<file path="src/logic/cache_defines.svh">
`ifndef CACHE_DEFINES_SVH
`define CACHE_DEFINES_SVH

// cpu side
`define CACHE_ADDR_W   32
`define CACHE_DATA_W   64
`define CACHE_STRB_W   8

// one line per memory transfer
`define CACHE_LINE_W   128

// geometry
`define CACHE_WAYS     4
`define CACHE_WAY_W    2
`define CACHE_SETS     64
`define CACHE_INDEX_W  6
`define CACHE_OFFSET_W 4

// address minus index and offset
`define CACHE_TAG_W    22

`endif
</file>
<file path="src/logic/cache_pkg.sv">
`include "cache_defines.svh"

package cache_pkg;

    // controller states
    typedef enum logic [2:0] {
        ST_CMP,
        ST_WMEM,
        ST_LINEFILL,
        ST_WLINE,
        ST_RLINE
    } cache_state_e;

    typedef logic [`CACHE_WAY_W-1:0]   way_t;
    typedef logic [`CACHE_WAYS-1:0]    way_mask_t;
    typedef logic [`CACHE_LINE_W-1:0]  line_t;
    typedef logic [`CACHE_TAG_W-1:0]   tag_t;
    typedef logic [`CACHE_INDEX_W-1:0] index_t;

endpackage

</file>
<file path="src/logic/plru_table.sv">
`timescale 1ns/100ps
`include "cache_defines.svh"

module plru_table (
    input  logic              clk_i,
    input  logic              rst_n_i,
    input  cache_pkg::index_t index_i,
    input  logic              upd_i,
    input  cache_pkg::way_t   way_i,
    output cache_pkg::way_t   victim_o
);

    // bit 0 picks the pair, bit 1 ways 0/1, bit 2 ways 2/3
    logic [`CACHE_SETS-1:0][2:0] tree_q;
    logic [2:0]                  bits;

    assign bits = tree_q[index_i];

    always_comb begin
        if (bits[0]) begin
            victim_o = {1'b1, bits[2]};
        end else begin
            victim_o = {1'b0, bits[1]};
        end
    end

    always_ff @(posedge clk_i or negedge rst_n_i) begin
        if (!rst_n_i) begin
            tree_q <= '0;
        end else if (upd_i) begin
            // point every bit on the path away from the accessed way
            tree_q[index_i][0] <= ~way_i[1];
            if (way_i[1]) begin
                tree_q[index_i][2] <= ~way_i[0];
            end else begin
                tree_q[index_i][1] <= ~way_i[0];
            end
        end
    end

endmodule

</file>
<file path="config.mk">
export PLATFORM = sky130hd
export DESIGN_NAME = plru_table
export DESIGN_NICKNAME = d
export VERILOG_FILES = /design/src/logic/cache_pkg.sv /design/src/logic/plru_table.sv
export VERILOG_INCLUDE_DIRS = /design/src /design/src/logic
export SDC_FILE = /design/constraint.sdc
export NUM_CORES = 1
export LEC_CHECK = 0
export BUFFER_PORTS_ARGS = -buffer_cell sky130_fd_sc_hd__buf_2
export CORE_MARGIN = 4
export CORE_UTILIZATION = 63
export DETAILED_ROUTE_END_ITERATION = 12
export PLACE_DENSITY = 0.91
export SETUP_SLACK_MARGIN = 0.05
export SLEW_MARGIN = 20
export SYNTH_ARGS = -nofsm -noshare
export SYNTH_HDL_FRONTEND = slang
export SYNTH_SLANG_ARGS = --single-unit
export TNS_END_PERCENT = 10
</file>
<file path="constraint.sdc">
create_clock -name clk_i -period 2.7 [get_ports clk_i]
set_clock_uncertainty 0.2 [all_clocks]
set_input_delay 0.135 -clock clk_i [delete_from_list [all_inputs] [get_ports clk_i]]
set_output_delay 0.135 -clock clk_i [all_outputs]
set_load 0.02 [all_outputs]
</file>
==> key figures <==
Pwr
  • Sequential power share: 0.487
  • Total power: 6.86 mW
  • Net switching fraction of the power: 0.287
  • Clock network fraction of total power: 0.374
  • Power spent charging and discharging nets: 1.97 mW
  • Proportion of power drawn by combinational gates: 0.139
  • Internal Power: 4.89 mW
  • Total leakage power: 4.75 nW
  • Pwr per Cell Area: 634 nW/µm²
  • VDD IR max: 614 µV

Final layout
  • Most frequent cells in the layout: 198 x o21ai_0, 192 x dfrtp_1, 156 x nand2_1
  • Non-filler cells in the finished layout: 1203
  • Cell area after layout: 10800 µm²
  • Flip-flop count of the largest register after layout: 192
  • Most common cell after layout, fill and taps aside: o21ai_0
  • Antenna Diode Count: 0
  • Post-Route Utilization: 0.742
  • Signed area change from the synthesized netlist to the final layout: 14.9%
  • Final-stage net count: 1017
  • Register with the highest flop count: tree_q
  • Ratio of cells with drive above 1 in the final layout: 0.173
  • Top flop regs: tree_q: 192 flops

Setup path
  • Required arrival time at the worst endpoint: 2370 ps
  • Slowest-stage cell, CP: or4_4
  • Maximum fanout along the worst path: 2
  • Longest individual stage delay on the worst path: 550 ps
  • Arrival time reported for the critical path endpoint: 2710 ps
  • Worst setup path class: reg -> out
  • Delay-heaviest family, CP: compound AO/OA/AOI/OAI gates
  • Kind of end point of the critical path: output port
  • Cell Chain, Critical Path: and3_1 > o211ai_1 > o221ai_2 > a211o_1 > or4_4 > mux2i_2 > buf_4
  • Number of buffers and inverters on the critical path: 1
  • Startpoint Class: flip-flop

CTS
  • H-tree depth: 4
  • Clock-pin slew reported for the worst setup and hold paths after clock tree synthesis: 80 ps
  • Clock latency on the worst-skew pair: 450 ps
  • Cell at the root of the clock tree: clkbuf_16
  • Clock Sinks: 192
  • Longest Clk Path Bufs: 2
  • TritonCTS Buffers: 17
  • Clock tree from TritonCTS: built

Synth
  • Ys Warns: 0
  • Synth top area cells: dfrtp_1 51%, o21ai_0 11%, o31ai_1 8.6%
  • Mean cell area of the mapped netlist: 9.64 µm²
  • Post-synthesis net count: 988
  • Flops & latches, synth: 192
  • Post-synth cell types: 54
  • Sequential-to-total area share from yosys stat: 0.510
  • EDFF count, synth: 0
  • Main synth FF type: dfrtp_1
  • Synth area leader: dfrtp_1
  • Synth Instances: 977
  • Async set-reset flop share out of synthesis: 1.00
  • Post-synthesis cell area: 9420 µm²
  • Top-area cell type share of the netlist area: 0.510

Job
  • Count of maximum capacitance violations: 0

Floorplanning
  • Top Ports: 13
  • # rows: 44
  • Die Y: 130 µm
  • Starting density of the core: 0.646
  • Die boundary width: 130 µm
  • Overall die area: 17000 µm²
  • Placeable Area: 14600 µm²

STA
  • Count of endpoints failing setup in the final report: 2
  • Worst Tran Pin Value: 730 ps
  • Final slew viol count: 0
  • Portion of the clock cycle consumed by the worst path in the final layout: 1.13
  • Worst slew slack as a fraction of its limit: 0.512
  • Tmin final: 3050 ps
  • Fmax: 0.328 GHz
  • Worst setup margin: -350 ps
  • Setup repair after global routing missed its margin: yes
  • Post-Route Setup TNS: -582 ps
  • Final Hold Fails: 0

Drt
  • DRC errors left: 0
  • Per-cell via count in the routed design: 7.31
  • Number of routed nets with antenna violations: 0
  • Routed Wire Length: 29.9 mm
  • Iteration count of the initial detailed-routing pass: 6
  • Vias: 8791
  • WL per Instance: 24.8 µm
  • Detailed Route Iter0 Violations: 1697

Status
  • Outcome: complete, but fails checks
  • Failing checks: setup timing

GRT
  • Overall fraction of global-route tracks in use: 0.362
  • Global-route wire length before repair: 46.5 mm
  • Vias in the first global route: 8264
  • Sum of overflow across all layers after global routing: 0
  • Maximum number of pins on one net before global-route repair: 87
  • Initial antenna violation count: 0

Placement
  • Cell count after placement: 1166
  • Routability congestion estimate from global placement: 0.989
  • Port bufs: 12
  • Placed wire-length estimate: 18.8 mm
  • Placed instance area: 10100 µm²

Worst hold path
  • HP Class: in -> async
==> cells in the mapped netlist, types with 3 or more instances <==
cell type	number
nor3_1	8
nand2b_1	12
a21oi_1	6
nor2_1	22
mux2i_1	12
nor2b_1	5
inv_1	3
nor3b_1	7
nor4_1	3
buf_1	4
nand3_1	10
o211ai_1	3
o31ai_1	108
buf_2	16
a22oi_1	20
clkbuf_1	72
o21ai_0	199
a221o_1	8
dfrtp_1	192
or3b_2	5
nand2_1	156
a22o_1	9
nand3b_1	6
o22ai_1	5
mux4_2	10
and3_1	6
mux2_2	10
a211oi_1	4
a221oi_1	17
o221ai_1	4
==> per-stage QoR <==
stage	hold WS [ps]	setup slack (ps)
after floorplan	-361	163
after global placement	5.11	-78.9
after detailed placement	6.47	-152
after CTS	57.9	-293
after global routing	73.4	-345
final	70.2	-350
==> what timing repair did <==
item,CTS,global route
setup buffers,1,0
endpoints found under the setup margin,2,2
gates cloned,0,0
hold buffers,4,0
pin swaps,6,3
hold endpoints to repair,111,0
resized for setup,13,4
==> power by group through the flow <==
stage / registers [mW] / clock network (mW) / logic, mW
2_1_floorplan: 3.30 / 0 / 0.568
3_3_place_gp: 3.36 / 0 / 0.839
3_5_place_dp: 3.37 / 0 / 0.884
4_1_cts: 3.32 / 2.55 / 0.923
5_1_grt: 3.35 / 2.69 / 1.03
6_report: 3.34 / 2.57 / 0.950
==> cell families after synthesis <==
group,count (synthesis),share of synthesized area
AOI/OAI and AO/OA,396,0.269
buffers and inverters,99,0.0440
DFF,192,0.510
muxes,34,0.0514
and+or+nand+nor,256,0.126
==> final timing paths <==
| check | start | endpoint | slack, ps | depth (start not counted) |
|---|---|---|---|---|
| worst min register to register | tree_q[55] | tree_q[55] | 280 | 2 |
| worst min-delay path | rst_n_i | tree_q[89] | 70 | 2 |
| min in group clk_i | way_i[1] | tree_q[189] | 80 | 2 |
| worst max-delay path | tree_q[129] | victim_o[0] | -350 | 7 |
| max in group asynchronous | rst_n_i | tree_q[60] | 1420 | 3 |
| worst max register to register | tree_q[190] | tree_q[190] | 1670 | 3 |
==> per-layer routing <==
| metal | vias up | part of all wire | wire length [µm] | global-route usage |
|---|---|---|---|---|
| met5 | - | 0 | 0 | 0 |
| met4 | 0 | 0.055 | 1650 | 0.164 |
| met3 | 188 | 0.14 | 4030 | 0.108 |
| met2 | 783 | 0.45 | 13400 | 0.543 |
| met1 | 4133 | 0.36 | 10800 | 0.489 |
| li1 | 3687 | - | - | - |
==> layout make-up <==
cell class,instances,area [µm²]
clock buffer,19,453
fill,926,3770
clock inverter,13,144
tap,184,230
sequential,192,4800
timing repair buffer,106,905
multi-input combinational,686,4270
inverter,3,11.3
Note: power is estimated with default switching activity, not from simulation.
