File: src/logic/cache_defines.svh
`ifndef CACHE_DEFINES_SVH
`define CACHE_DEFINES_SVH

// cpu side
`define CACHE_ADDR_W   32
`define CACHE_DATA_W   64
`define CACHE_STRB_W   8

// one line per memory transfer
`define CACHE_LINE_W   128

// geometry
`define CACHE_WAYS     4
`define CACHE_WAY_W    2
`define CACHE_SETS     64
`define CACHE_INDEX_W  6
`define CACHE_OFFSET_W 4

// address minus index and offset
`define CACHE_TAG_W    22

`endif
File: src/logic/cache_pkg.sv
`include "cache_defines.svh"

package cache_pkg;

    // controller states
    typedef enum logic [2:0] {
        ST_CMP,
        ST_WMEM,
        ST_LINEFILL,
        ST_WLINE,
        ST_RLINE
    } cache_state_e;

    typedef logic [`CACHE_WAY_W-1:0]   way_t;
    typedef logic [`CACHE_WAYS-1:0]    way_mask_t;
    typedef logic [`CACHE_LINE_W-1:0]  line_t;
    typedef logic [`CACHE_TAG_W-1:0]   tag_t;
    typedef logic [`CACHE_INDEX_W-1:0] index_t;

endpackage

File: src/logic/cache_ctrl.sv
`timescale 1ns/100ps
`include "cache_defines.svh"

module cache_ctrl (
    input  logic                      clk_i,
    input  logic                      rst_n_i,
    // cpu
    input  logic                      cpu_read_req_i,
    input  logic                      cpu_write_req_i,
    input  logic [`CACHE_ADDR_W-1:0]  cpu_addr_i,
    input  logic [`CACHE_STRB_W-1:0]  cpu_wmask_i,
    input  logic [`CACHE_DATA_W-1:0]  cpu_write_data_i,
    output logic                      cpu_data_ok_o,
    output logic [`CACHE_DATA_W-1:0]  cpu_read_data_o,
    // tag array
    input  logic                      hit_i,
    input  cache_pkg::way_t           hit_way_i,
    input  logic                      victim_dirty_i,
    input  cache_pkg::tag_t           victim_tag_i,
    // replacement
    input  cache_pkg::way_t           victim_way_i,
    // data array
    input  cache_pkg::line_t          rd_line_i,
    // array control
    output cache_pkg::index_t         index_o,
    output cache_pkg::way_t           sel_way_o,
    output cache_pkg::tag_t           tag_o,
    output logic                      tag_wen_o,
    output logic                      dirty_wen_o,
    output logic                      dirty_val_o,
    output logic                      data_wen_o,
    output logic [`CACHE_LINE_W/8-1:0] data_bmask_o,
    output cache_pkg::line_t          wr_line_o,
    output logic                      lru_upd_o,
    output cache_pkg::way_t           lru_way_o,
    // memory
    output logic [`CACHE_ADDR_W-1:0]  mem_req_addr_o,
    output logic [`CACHE_LINE_W-1:0]  mem_w_data_o,
    output logic                      mem_req_r_o,
    output logic                      mem_req_w_o,
    input  logic [`CACHE_LINE_W-1:0]  mem_r_data_i,
    input  logic                      mem_req_ready_i
);

    cache_pkg::cache_state_e   state_q;
    cache_pkg::cache_state_e   state_d;

    // captured request
    logic [`CACHE_ADDR_W-1:0]  addr_q;
    logic [`CACHE_DATA_W-1:0]  wdata_q;
    logic [`CACHE_STRB_W-1:0]  wmask_q;
    cache_pkg::way_t           way_q;

    logic                      cpu_req;
    logic                      in_cmp;
    logic                      in_wline;
    logic                      in_rline;
    logic                      cmp_leave;
    logic                      fill_done;
    logic                      half;
    cache_pkg::tag_t           cpu_tag;
    cache_pkg::index_t         cpu_index;
    cache_pkg::tag_t           tag_q;
    cache_pkg::index_t         index_q;
    logic [`CACHE_LINE_W/8-1:0] wline_bmask;

    assign cpu_req   = cpu_read_req_i | cpu_write_req_i;
    assign in_cmp    = (state_q == cache_pkg::ST_CMP);
    assign in_wline  = (state_q == cache_pkg::ST_WLINE);
    assign in_rline  = (state_q == cache_pkg::ST_RLINE);
    // a read hit stays in compare, everything else moves on
    assign cmp_leave = in_cmp & cpu_req & ~(hit_i & cpu_read_req_i);
    assign fill_done = (state_q == cache_pkg::ST_LINEFILL) & mem_req_ready_i;

    assign cpu_tag   = cpu_addr_i[`CACHE_ADDR_W-1 -: `CACHE_TAG_W];
    assign cpu_index = cpu_addr_i[`CACHE_OFFSET_W +: `CACHE_INDEX_W];
    assign tag_q     = addr_q[`CACHE_ADDR_W-1 -: `CACHE_TAG_W];
    assign index_q   = addr_q[`CACHE_OFFSET_W +: `CACHE_INDEX_W];

    always_comb begin
        state_d = state_q;
        case (state_q)
            cache_pkg::ST_CMP: begin
                if (cpu_req) begin
                    if (hit_i) begin
                        state_d = cpu_write_req_i ? cache_pkg::ST_WLINE : cache_pkg::ST_CMP;
                    end else begin
                        state_d = victim_dirty_i ? cache_pkg::ST_WMEM : cache_pkg::ST_LINEFILL;
                    end
                end
            end
            cache_pkg::ST_WMEM: begin
                if (mem_req_ready_i) begin
                    state_d = cache_pkg::ST_LINEFILL;
                end
            end
            cache_pkg::ST_LINEFILL: begin
                if (mem_req_ready_i) begin
                    state_d = cpu_write_req_i ? cache_pkg::ST_WLINE : cache_pkg::ST_RLINE;
                end
            end
            default: state_d = cache_pkg::ST_CMP;
        endcase
    end

    always_ff @(posedge clk_i or negedge rst_n_i) begin
        if (!rst_n_i) begin
            state_q <= cache_pkg::ST_CMP;
        end else begin
            state_q <= state_d;
        end
    end

    always_ff @(posedge clk_i) begin
        if (cmp_leave) begin
            addr_q  <= cpu_addr_i;
            wdata_q <= cpu_write_data_i;
            wmask_q <= cpu_wmask_i;
            way_q   <= sel_way_o;
        end
    end

    // compare looks at the live request, later states at the captured one
    assign index_o   = in_cmp ? cpu_index : index_q;
    assign tag_o     = in_cmp ? cpu_tag : tag_q;
    assign sel_way_o = in_cmp ? (hit_i ? hit_way_i : victim_way_i) : way_q;

    // byte mask onto the addressed half
    assign wline_bmask = addr_q[`CACHE_OFFSET_W-1] ? {wmask_q, {`CACHE_STRB_W{1'b0}}}
                                                   : {{`CACHE_STRB_W{1'b0}}, wmask_q};

    assign tag_wen_o    = fill_done;
    assign dirty_wen_o  = in_wline;
    assign dirty_val_o  = in_wline;
    assign data_wen_o   = fill_done | in_wline;
    assign data_bmask_o = in_wline ? wline_bmask : {(`CACHE_LINE_W/8){1'b1}};
    assign wr_line_o    = in_wline ? {2{wdata_q}} : mem_r_data_i;

    // hits touch the tree in compare, misses on the fill edge
    assign lru_upd_o = (in_cmp & cpu_req & hit_i) | fill_done;
    assign lru_way_o = sel_way_o;

    assign mem_req_w_o    = (state_q == cache_pkg::ST_WMEM);
    assign mem_req_r_o    = (state_q == cache_pkg::ST_LINEFILL);
    assign mem_req_addr_o = mem_req_w_o ? {victim_tag_i, index_q, {`CACHE_OFFSET_W{1'b0}}}
                                        : {tag_q, index_q, {`CACHE_OFFSET_W{1'b0}}};
    assign mem_w_data_o   = rd_line_i;

    assign half            = in_cmp ? cpu_addr_i[`CACHE_OFFSET_W-1] : addr_q[`CACHE_OFFSET_W-1];
    assign cpu_read_data_o = half ? rd_line_i[`CACHE_LINE_W-1 -: `CACHE_DATA_W]
                                  : rd_line_i[`CACHE_DATA_W-1:0];
    assign cpu_data_ok_o   = (in_cmp & cpu_read_req_i & hit_i) | in_wline | in_rline;

    a_mem_excl: assert property (@(posedge clk_i) disable iff (!rst_n_i)
        !(mem_req_r_o && mem_req_w_o));

    // the way chosen in compare stays the replacement victim for the whole miss
    a_way_stable: assert property (@(posedge clk_i) disable iff (!rst_n_i)
        (state_q == cache_pkg::ST_WMEM || state_q == cache_pkg::ST_LINEFILL)
        |-> (way_q == victim_way_i));

endmodule

File: config.mk
export PLATFORM = sky130hd
export DESIGN_NAME = cache_ctrl
export DESIGN_NICKNAME = d
export VERILOG_FILES = /design/src/logic/cache_pkg.sv /design/src/logic/cache_ctrl.sv
export VERILOG_INCLUDE_DIRS = /design/src /design/src/logic
export SDC_FILE = /design/constraint.sdc
export NUM_CORES = 1
export LEC_CHECK = 0
export BUFFER_PORTS_ARGS = -buffer_cell sky130_fd_sc_hd__buf_2
export CORE_AREA = 8 8 303 305
export DETAILED_ROUTE_END_ITERATION = 10
export DIE_AREA = 0 0 311 313
export GPL_TIMING_DRIVEN = 0
export MAX_ROUTING_LAYER = met4
export PLACE_DENSITY = 0.36
export SYNTH_ARGS = -nofsm -noshare
export SYNTH_HDL_FRONTEND = slang
export SYNTH_SLANG_ARGS = --single-unit
File: constraint.sdc
create_clock -name clk_i -period 12.6 [get_ports clk_i]
set_clock_uncertainty 0.1 [all_clocks]
set_input_delay 0 -clock clk_i [delete_from_list [all_inputs] [get_ports clk_i]]
set_output_delay 0 -clock clk_i [all_outputs]
set_load 0.01 [all_outputs]
==> results_dict.tcl, run 1 <==
set metrics [dict create \
    tns_ps 0 \
    final_cells 2682 \
    period_minus_slack_ps 3870 \
    synthFlopType "edfxtp_1" \
    grt.total_usage 0.108 \
    async_flop_share 0.0283 \
    final-hold-violation-count 0 \
    drive_gt1_frac 0.771 \
    setup_violations 0 \
    slowest_delay_ps 660 \
    grt_pass1_vias 9482 \
    htree_levels 3 \
    routed_wl_mm 53.8 \
    grt_pass1_wl_mm 73.9 \
    synth.avg_cell_area_um2 12.7 \
    die_h_um 313 \
    clock_latency_ps 390 \
    yosys_warnings 0 \
    critPathBufInv 5 \
    post_cts_buffers 0 \
    die_area_um2 97300 \
    post-route-period-util 0.307 \
    yosys.area.top_type "edfxtp_1" \
    hold_class "in2reg" \
    place_ws_ps 8600 \
    initial_core_util 0.0853 \
    root_buffer "clkbuf_16" \
    ant_nets 0 \
    crit_required_ps 12590 \
    dp_hpwl_mm 48.3 \
    vias 8238 \
    drc 0 \
    ys_seq_elements 106 \
    num_rows 109 \
    ys_top_cells_by_count "182 x mux2_2, 141 x buf_4, 103 x edfxtp_1" \
    p_per_area_nw_per_um2 155 \
    ys_seq_area_frac 0.425 \
    slew_viol_final 0 \
    core-area_um2 87300 \
    drt_iter0_markers 224 \
    grt_max_degree 30 \
    fin_ws_ps 8730 \
    crit_path_start_kind "register" \
    layout.nets 1900 \
    grt_overflow_total 0 \
    max_freq_mhz 258 \
    synth.most_common_cell "mux2_2" \
    dr.pass1.iters 5 \
    cp-end-kind "register" \
    placed_cells 2552 \
    slowest_stage "nor3_4" \
    cts_tree "built" \
    hold_ws_ps 48.0 \
    relSlewSlack 0.422 \
    antenna_found_initial 20 \
    worst_pin_slew_ps 850 \
    die_w_um 311 \
    synth.distinct_cells 29 \
    timing_worst_setup_path_type "reg2reg" \
    io_buffers 792 \
    crit_top_cell "buf_12" \
    cts_buffers 9 \
    critical_path_arrival_ps 3870 \
    rsz0062_at_grt "false" \
    outcome "completed" \
    avgViaCountPerCell 3.07 \
    synth-edff-count 103 \
    ios 801 \
    clock_path_buffers 2 \
    p_leak_nw 6.66 \
    synth_top_area_share 0.415 \
    yosys-top-cells-area "edfxtp_1 42%, mux2_2 28%, buf_4 14%, mux2_1 9.1%, buf_2 1.7%" \
    ir_drop_v 0.0000626 \
    clk_pin_slew_worst_paths_ps 90 \
    utilization 0.165 \
    gp_congestion 0.967 \
    cts_sinks 106 \
    critPathTopFamily "buffers and inverters" \
    synth_cells 588 \
    cap_violations 0 \
    cp_max_fo 29 \
    crit_path_cell_trace "buf_2, nor3_4, clkbuf_1, o21ai_0, a21oi_4, buf_16, buf_12, buf_12" \
    area_growth_pct 93.2 \
    cts_hold_buf 109 \
    synth.cell_area_um2 7450 \
    routedWlPerCell_um 20.1 \
    cts_resized 0 \
]
-- layout make-up --
type	instances	area (um^2)
diodes	5	12.5
inverters	12	45.0
plain buffers	173	1210
flip-flops and latches	106	3170
fillers	9930	72900
repair buffers	905	5140
clock inverters	7	85.1
well taps	1165	1460
multi-input cells	300	3050
clock buffers	9	225
-- state kept, by name, indices dropped and copies added (netlist names) --
| signal | cells |
|---|---|
| wmask_q | 8 |
| state_q | 3 |
| way_q | 2 |
| addr_q | 29 |
| wdata_q | 64 |
-- final timing paths --
path	start	to	slack (ps)	cells after the start
min reg2reg	state_q[0]	state_q[0]	610	2
max	state_q[0]	wdata_q[50]	8730	8
min	hit_way_i[0]	way_q[0]	50	3
min in group asynchronous	rst_n_i	state_q[2]	400	3
max reg2reg	state_q[0]	wdata_q[50]	8730	8
max in group asynchronous	rst_n_i	state_q[1]	11850	3
-- where the power goes --
part,total (mW),switching (mW),leakage [nW],internal [mW]
combinational,1.37,0.755,5.52,0.618
clock,0.322,0.178,0.146,0.143
sequential,0.534,0.0432,0.995,0.490
-- worst reg2reg max path, delay by kind of cell, from the launching register on --
kind            cells  cell delay (ps)
buf+inv             5             1490
compound gates      2              940
simple gates        1              660
flops               1              360
-- routing by layer --
metal	track usage	vias up	routed length (um)
met2	0.196	473	28000
met1	0.113	3887	20900
met5	-	-	0
li1	-	3825	-
met3	0.0398	53	3970
met4	0.0219	0	900
-- stage by stage --
step	total power, mW	cell area, um^2
global route	2.39	14400
finish	2.23	14400
global placement	1.94	12900
detailed placement	1.92	13000
CTS	2.30	14400
floorplan	1.27	7460
-- logic make-up after synthesis --
logic type / synth area share
muxes: 0.370
buffers and inverters: 0.168
DFF: 0.425
and+or+nand+nor: 0.0207
AOI/OAI and AO/OA: 0.0146
other: 0.000503
-- cells in the final DEF, fill, tap and decap left out, types with 2 or more instances in the layout --
master / synthesis / final
buf_2: 25 / 817
mux2_2: 182 / 182
buf_4: 141 / 141
dlygate4sd3_1: 0 / 109
edfxtp_1: 103 / 103
mux2_1: 60 / 60
nand2_1: 18 / 18
inv_1: 11 / 11
o21ai_0: 11 / 11
clkbuf_16: 0 / 9
clkbuf_1: 7 / 7
diode_2: 0 / 5
nor2_1: 5 / 5
conb_1: 1 / 4
a21oi_1: 4 / 3
buf_12: 0 / 3
dfrtp_1: 3 / 3
mux2i_1: 2 / 2
clkinv_8: 0 / 2
clkinv_4: 0 / 2
(Power assumes the default switching activity.)
==> run 2, diff against run 1 <==
--- a/config.mk
+++ b/config.mk
@@ -7,9 +7,9 @@
 export NUM_CORES = 1
 export LEC_CHECK = 0
 export BUFFER_PORTS_ARGS = -buffer_cell sky130_fd_sc_hd__buf_2
-export CORE_AREA = 8 8 303 305
+export CORE_AREA = 8 8 302 304
 export DETAILED_ROUTE_END_ITERATION = 10
-export DIE_AREA = 0 0 311 313
+export DIE_AREA = 0 0 310 312
 export GPL_TIMING_DRIVEN = 0
 export MAX_ROUTING_LAYER = met4
 export PLACE_DENSITY = 0.36
==> constraint.sdc (replaced) <==
create_clock -name clk_i -period 3.9 [get_ports clk_i]
set_clock_uncertainty 0.1 [all_clocks]
set_input_delay 0 -clock clk_i [delete_from_list [all_inputs] [get_ports clk_i]]
set_output_delay 0 -clock clk_i [all_outputs]
set_load 0.01 [all_outputs]
==> results_dict.tcl, run 2 (same netlist as run 1, synthesis figures left out) <==
set metrics [dict create \
    outcome "completed" \
    largest_reg_flops 64 \
    r2r_end "wdata_q[42]" \
    pwr-share-clk 0.141 \
    avgViaCountPerCell 3.10 \
    fin_area_um2 14500 \
    routed_wl_mm 56.1 \
    final_cell_mix "817 x buf_2, 182 x mux2_2, 148 x buf_4" \
    post-route-period-util 0.900 \
    top_register "wdata_q" \
    grt_overflow_total 0 \
    cts_buffers 9 \
    slowest_stage "mux2i_2" \
    r2r-start "state_q[0]" \
    post_dp_cell_area_um2 13000 \
    max_freq_mhz 285 \
    power_mw 7.19 \
    drc 0 \
    intPower_mw 4.09 \
    dp_hpwl_mm 50.7 \
    timing_worst_setup_path_type "reg2out" \
    grt_max_degree 29 \
    antenna_found_initial 25 \
    crit_path_start_kind "register" \
    setup.worst_path.start "state_q[0]" \
    relSlewSlack 0.411 \
    clock_path_buffers 2 \
    core-area_um2 86200 \
    final_cells 2680 \
    largestRegisters "wdata_q (64), addr_q (29), wmask_q (8)" \
    regToRegSetupSlack_ps 650 \
    slew_viol_final 0 \
    period_minus_slack_ps 3510 \
    layout.nets 1908 \
    cts_resized 0 \
    hold_class "in2reg" \
    placed_cells 2542 \
    switchingPower_mw 3.10 \
    ir_drop_v 0.000284 \
    critical_path_arrival_ps 3410 \
    die_area_um2 96700 \
    crit_path_cell_trace "buf_2, nor3_4, mux2i_2, buf_2, mux2_1, buf_2" \
    setup_violations 0 \
    worst_pin_slew_ps 866 \
    die_h_um 312 \
    crit_required_ps 3800 \
    drive_gt1_frac 0.772 \
    rsz0062_at_grt "false" \
    grt.total_usage 0.112 \
    grt_pass1_vias 9333 \
    drt_iter0_markers 249 \
    htree_levels 3 \
    cp_max_fo 10 \
    clock_latency_ps 390 \
    vias 8307 \
    n_fill_cell 9778 \
    cts_sinks 106 \
    pwr-share-comb 0.619 \
    num_rows 108 \
    crit_top_cell "buf_2" \
    utilization 0.168 \
    root_buffer "clkbuf_16" \
    ant_nets 0 \
    p_per_area_nw_per_um2 498 \
    dr.pass1.iters 4 \
    layout_commonest_cell "buf_2" \
    endpoint "cpu_read_data_o[8]" \
    routedWlPerCell_um 20.9 \
    grt_pass1_wl_mm 74.4 \
    gp_congestion 0.972 \
    clk_pin_slew_worst_paths_ps 80 \
    hold_ws_ps 90.2 \
    final-hold-violation-count 0 \
    area_growth_pct 94.0 \
    cap_violations 0 \
    holdPathStages 4 \
    p_leak_nw 6.71 \
    p_sw_frac 0.431 \
    cp-end-kind "primary output" \
    ios 801 \
    io_buffers 792 \
    slowest_delay_ps 820 \
    cts_tree "built" \
    ff2ff_path_depth 8 \
    initial_core_util 0.0864 \
    pwr-share-seq 0.240 \
    die_w_um 310 \
]
## run 2: cell types whose count changed in the layout (fill, tap and decap cells not counted), sizes merged
cell / change
buf: +8
clkinv: -2
clkinvlp: -1
inv: +3
## run 2: stage by stage
step | setup slack (ps) | setup TNS (ps)
final | 392 | 0
after detailed placement | 130 | 0
after floorplan | 289 | 0
after global routing | 58.1 | 0
after global placement | -1710 | -173510
after CTS | 104 | 0
## run 2: worst min-delay path by stage
stage	from	to	slack, ps
2_1_floorplan	rst_n_i	state_q[0]	-400
3_3_place_gp	rst_n_i	state_q[2]	-300
3_5_place_dp	rst_n_i	state_q[2]	-290
4_1_cts	victim_dirty_i	state_q[1]	40
5_1_grt	victim_dirty_i	state_q[1]	90
6_report	victim_dirty_i	state_q[1]	90
## run 2: timing repair
action                                 CTS  global route
buffers inserted                         0             8
setup endpoints to repair                0            27
hold buffers                           109             0
endpoints found under the hold margin  124             0
## run 2: per-layer routing
layer,GRT usage,vias up,part of all wire
met5,-,-,0
met4,0.0274,0,0.021
met3,0.0244,70,0.061
met2,0.209,482,0.53
met1,0.120,3909,0.39
li1,-,3846,-
## run 2: final cells by class
cell class                      count  area [um^2]  area share
Sequential cell                   106         3170       0.219
Clock buffer                        9          225      0.0156
Multi-Input combinational cell    300         3050       0.211
Clock inverter                      7         83.8     0.00580
Inverter                           12         45.0     0.00312
Tap cell                         1155         1450       0.100
Timing Repair Buffer              913         5220       0.361
Antenna cell                        5         12.5    0.000866
Buffer                            173         1210      0.0837
## run 2: critical path, delay by kind of cell, from the launching register on
kind | cells | cell delay [ps]
buffers and inverters | 3 | 820
multiplexers | 2 | 1260
AND/OR/NAND/NOR | 1 | 550
flip-flops | 1 | 360
## run 2: power by group through the flow
stage               combinational [mW]  clock, mW  sequential [mW]
floorplan                         2.37          0             1.69
global placement                  4.36          0             1.79
detailed placement                4.41          0             1.75
CTS                               4.53       1.11             1.73
global route                      4.78       1.13             1.76
finish                            4.45       1.02             1.72
==> run 3, diff against run 2 <==
--- a/config.mk
+++ b/config.mk
@@ -7,12 +7,12 @@
 export NUM_CORES = 1
 export LEC_CHECK = 0
 export BUFFER_PORTS_ARGS = -buffer_cell sky130_fd_sc_hd__buf_2
-export CORE_AREA = 8 8 302 304
+export CORE_AREA = 8 8 306 308
 export DETAILED_ROUTE_END_ITERATION = 10
-export DIE_AREA = 0 0 310 312
+export DIE_AREA = 0 0 314 316
 export GPL_TIMING_DRIVEN = 0
 export MAX_ROUTING_LAYER = met4
-export PLACE_DENSITY = 0.36
+export PLACE_DENSITY = 0.35
 export SYNTH_ARGS = -nofsm -noshare
 export SYNTH_HDL_FRONTEND = slang
 export SYNTH_SLANG_ARGS = --single-unit
==> constraint.sdc (replaced) <==
create_clock -name clk_i -period 3.8 [get_ports clk_i]
set_clock_uncertainty 0.1 [all_clocks]
set_input_delay 0 -clock clk_i [delete_from_list [all_inputs] [get_ports clk_i]]
set_output_delay 0 -clock clk_i [all_outputs]
set_load 0.01 [all_outputs]
==> results_dict.tcl, run 3 (same netlist as run 1, synthesis figures left out) <==
set metrics [dict create \
    area_growth_pct 93.9 \
    clock_path_buffers 2 \
    ir_drop_v 0.000215 \
    p_per_area_nw_per_um2 510 \
    grtUsageMet2 0.178 \
    p_leak_nw 6.67 \
    io_buffers 792 \
    worst_pin_slew_ps 923 \
    avgViaCountPerCell 3.08 \
    grt_pass1_vias 9251 \
    htree_levels 3 \
    final-hold-violation-count 0 \
    period_minus_slack_ps 3520 \
    vias 8305 \
    slew_viol_final 0 \
    cts_tree "built" \
    hold_class "in2reg" \
    core-area_um2 89000 \
    grt_overflow_total 0 \
    grt_pass1_wl_mm 71.4 \
    cap_violations 0 \
    tns_ps 0 \
    routedWlPerCell_um 20.1 \
    initial_core_util 0.0836 \
    post-route-period-util 0.926 \
    dr.pass1.iters 4 \
    drc 0 \
    layout_commonest_cell "buf_2" \
    timing_worst_setup_path_type "reg2out" \
    root_buffer "clkbuf_16" \
    routed_wl_mm 54.3 \
    max_freq_mhz 284 \
    drt_iter0_markers 297 \
    fin_area_um2 14400 \
    setup_violations 0 \
    cts_buffers 9 \
    layout.nets 1904 \
    largest_reg_flops 64 \
    die_area_um2 99200 \
    antenna_found_initial 26 \
    grt_max_degree 30 \
    cp-end-kind "primary output" \
    clock_latency_ps 400 \
    num_rows 110 \
    post_dp_cell_area_um2 13000 \
    rsz0062_at_grt "false" \
    grt.total_usage 0.106 \
    crit_required_ps 3700 \
    utilization 0.162 \
    grtUsageMet1 0.116 \
    regToRegSetupSlack_ps 530 \
    top_register "wdata_q" \
    gp_congestion 0.893 \
    grt_util_met3 0.0285 \
    clk_pin_slew_worst_paths_ps 90 \
    dp_hpwl_mm 48.6 \
    ant_nets 0 \
    ios 801 \
    outcome "completed" \
    relSlewSlack 0.383 \
    drive_gt1_frac 0.771 \
    cts_sinks 106 \
    largestRegisters "wdata_q (64), addr_q (29), wmask_q (8)" \
    die_w_um 314 \
    die_h_um 316 \
    critical_path_arrival_ps 3420 \
    grt_busiest_layer "met2" \
    crit_path_start_kind "register" \
    cp_max_fo 10 \
    final_cell_mix "817 x buf_2, 182 x mux2_2, 144 x buf_4" \
]
[run 3: changes by cell type in the layout (fill, tap and decap cells not counted), sizes merged]
cell,before,now
buf,970,965
clkinv,2,3
clkinvlp,0,2
diode,5,8
dlygate4sd3,109,110
inv,17,14
[run 3: report_power, final]
group / internal, mW / switching (mW) / total (mW)
registers: 1.62 / 0.130 / 1.75
clock network: 0.458 / 0.560 / 1.02
logic: 2.08 / 2.52 / 4.60
[run 3: final cells by class]
type | instances | area (um^2)
clock buffers | 9 | 225
clock inverters | 7 | 63.8
repair buffers | 909 | 5180
plain buffers | 173 | 1210
inverters | 12 | 45.0
multi-input cells | 300 | 3060
diodes | 8 | 20.0
flip-flops and latches | 106 | 3170
well taps | 1176 | 1470
fillers | 10100 | 74600
[run 3: worst paths after layout]
check,end,start,depth (start not counted)
setup / recovery,cpu_read_data_o[28],state_q[0],6
hold / removal,state_q[0],victim_dirty_i,4
setup reg to reg,wdata_q[2],state_q[0],8
hold reg to reg,state_q[0],state_q[0],2
max in group asynchronous,state_q[1],rst_n_i,3
min in group asynchronous,state_q[2],rst_n_i,3
[run 3: what timing repair did]
| item | CTS | global route |
|---|---|---|
| gates resized for setup | 2 | 0 |
| hold buffers | 110 | 0 |
| hold endpoints to repair | 109 | 0 |
| setup buffers | 3 | 0 |
| setup endpoints to repair | 163 | 0 |
[run 3: stage by stage]
step / hold WS [ps] / setup slack, ps / std cells / power [mW]
6_report: 123 / 279 / 2700 / 7.37
5_1_grt: 141 / 16.9 / 2698 / 7.88
4_1_cts: 77.5 / 31.2 / 2692 / 7.62
3_5_place_dp: -295 / -450 / 2563 / 6.37
3_3_place_gp: -300 / -2310 / 2559 / 6.34
2_1_floorplan: -396 / 189 / 591 / 4.17
[run 3: worst max-delay path, stage by stage (launching register included)]
cell and delay (ps):
dfrtp_1 360, buf_2 170, nor3_4 760, mux2i_4 680
buf_2 380, mux2_1 450, buf_2 180
[run 3: per-layer routing]
metal / part of all wire / wire (um) / vias up
li1: - / - / 3839
met1: 0.39 / 21200 / 3897
met2: 0.51 / 27500 / 501
met3: 0.073 / 3980 / 68
met4: 0.031 / 1680 / 0
met5: 0 / 0 / -
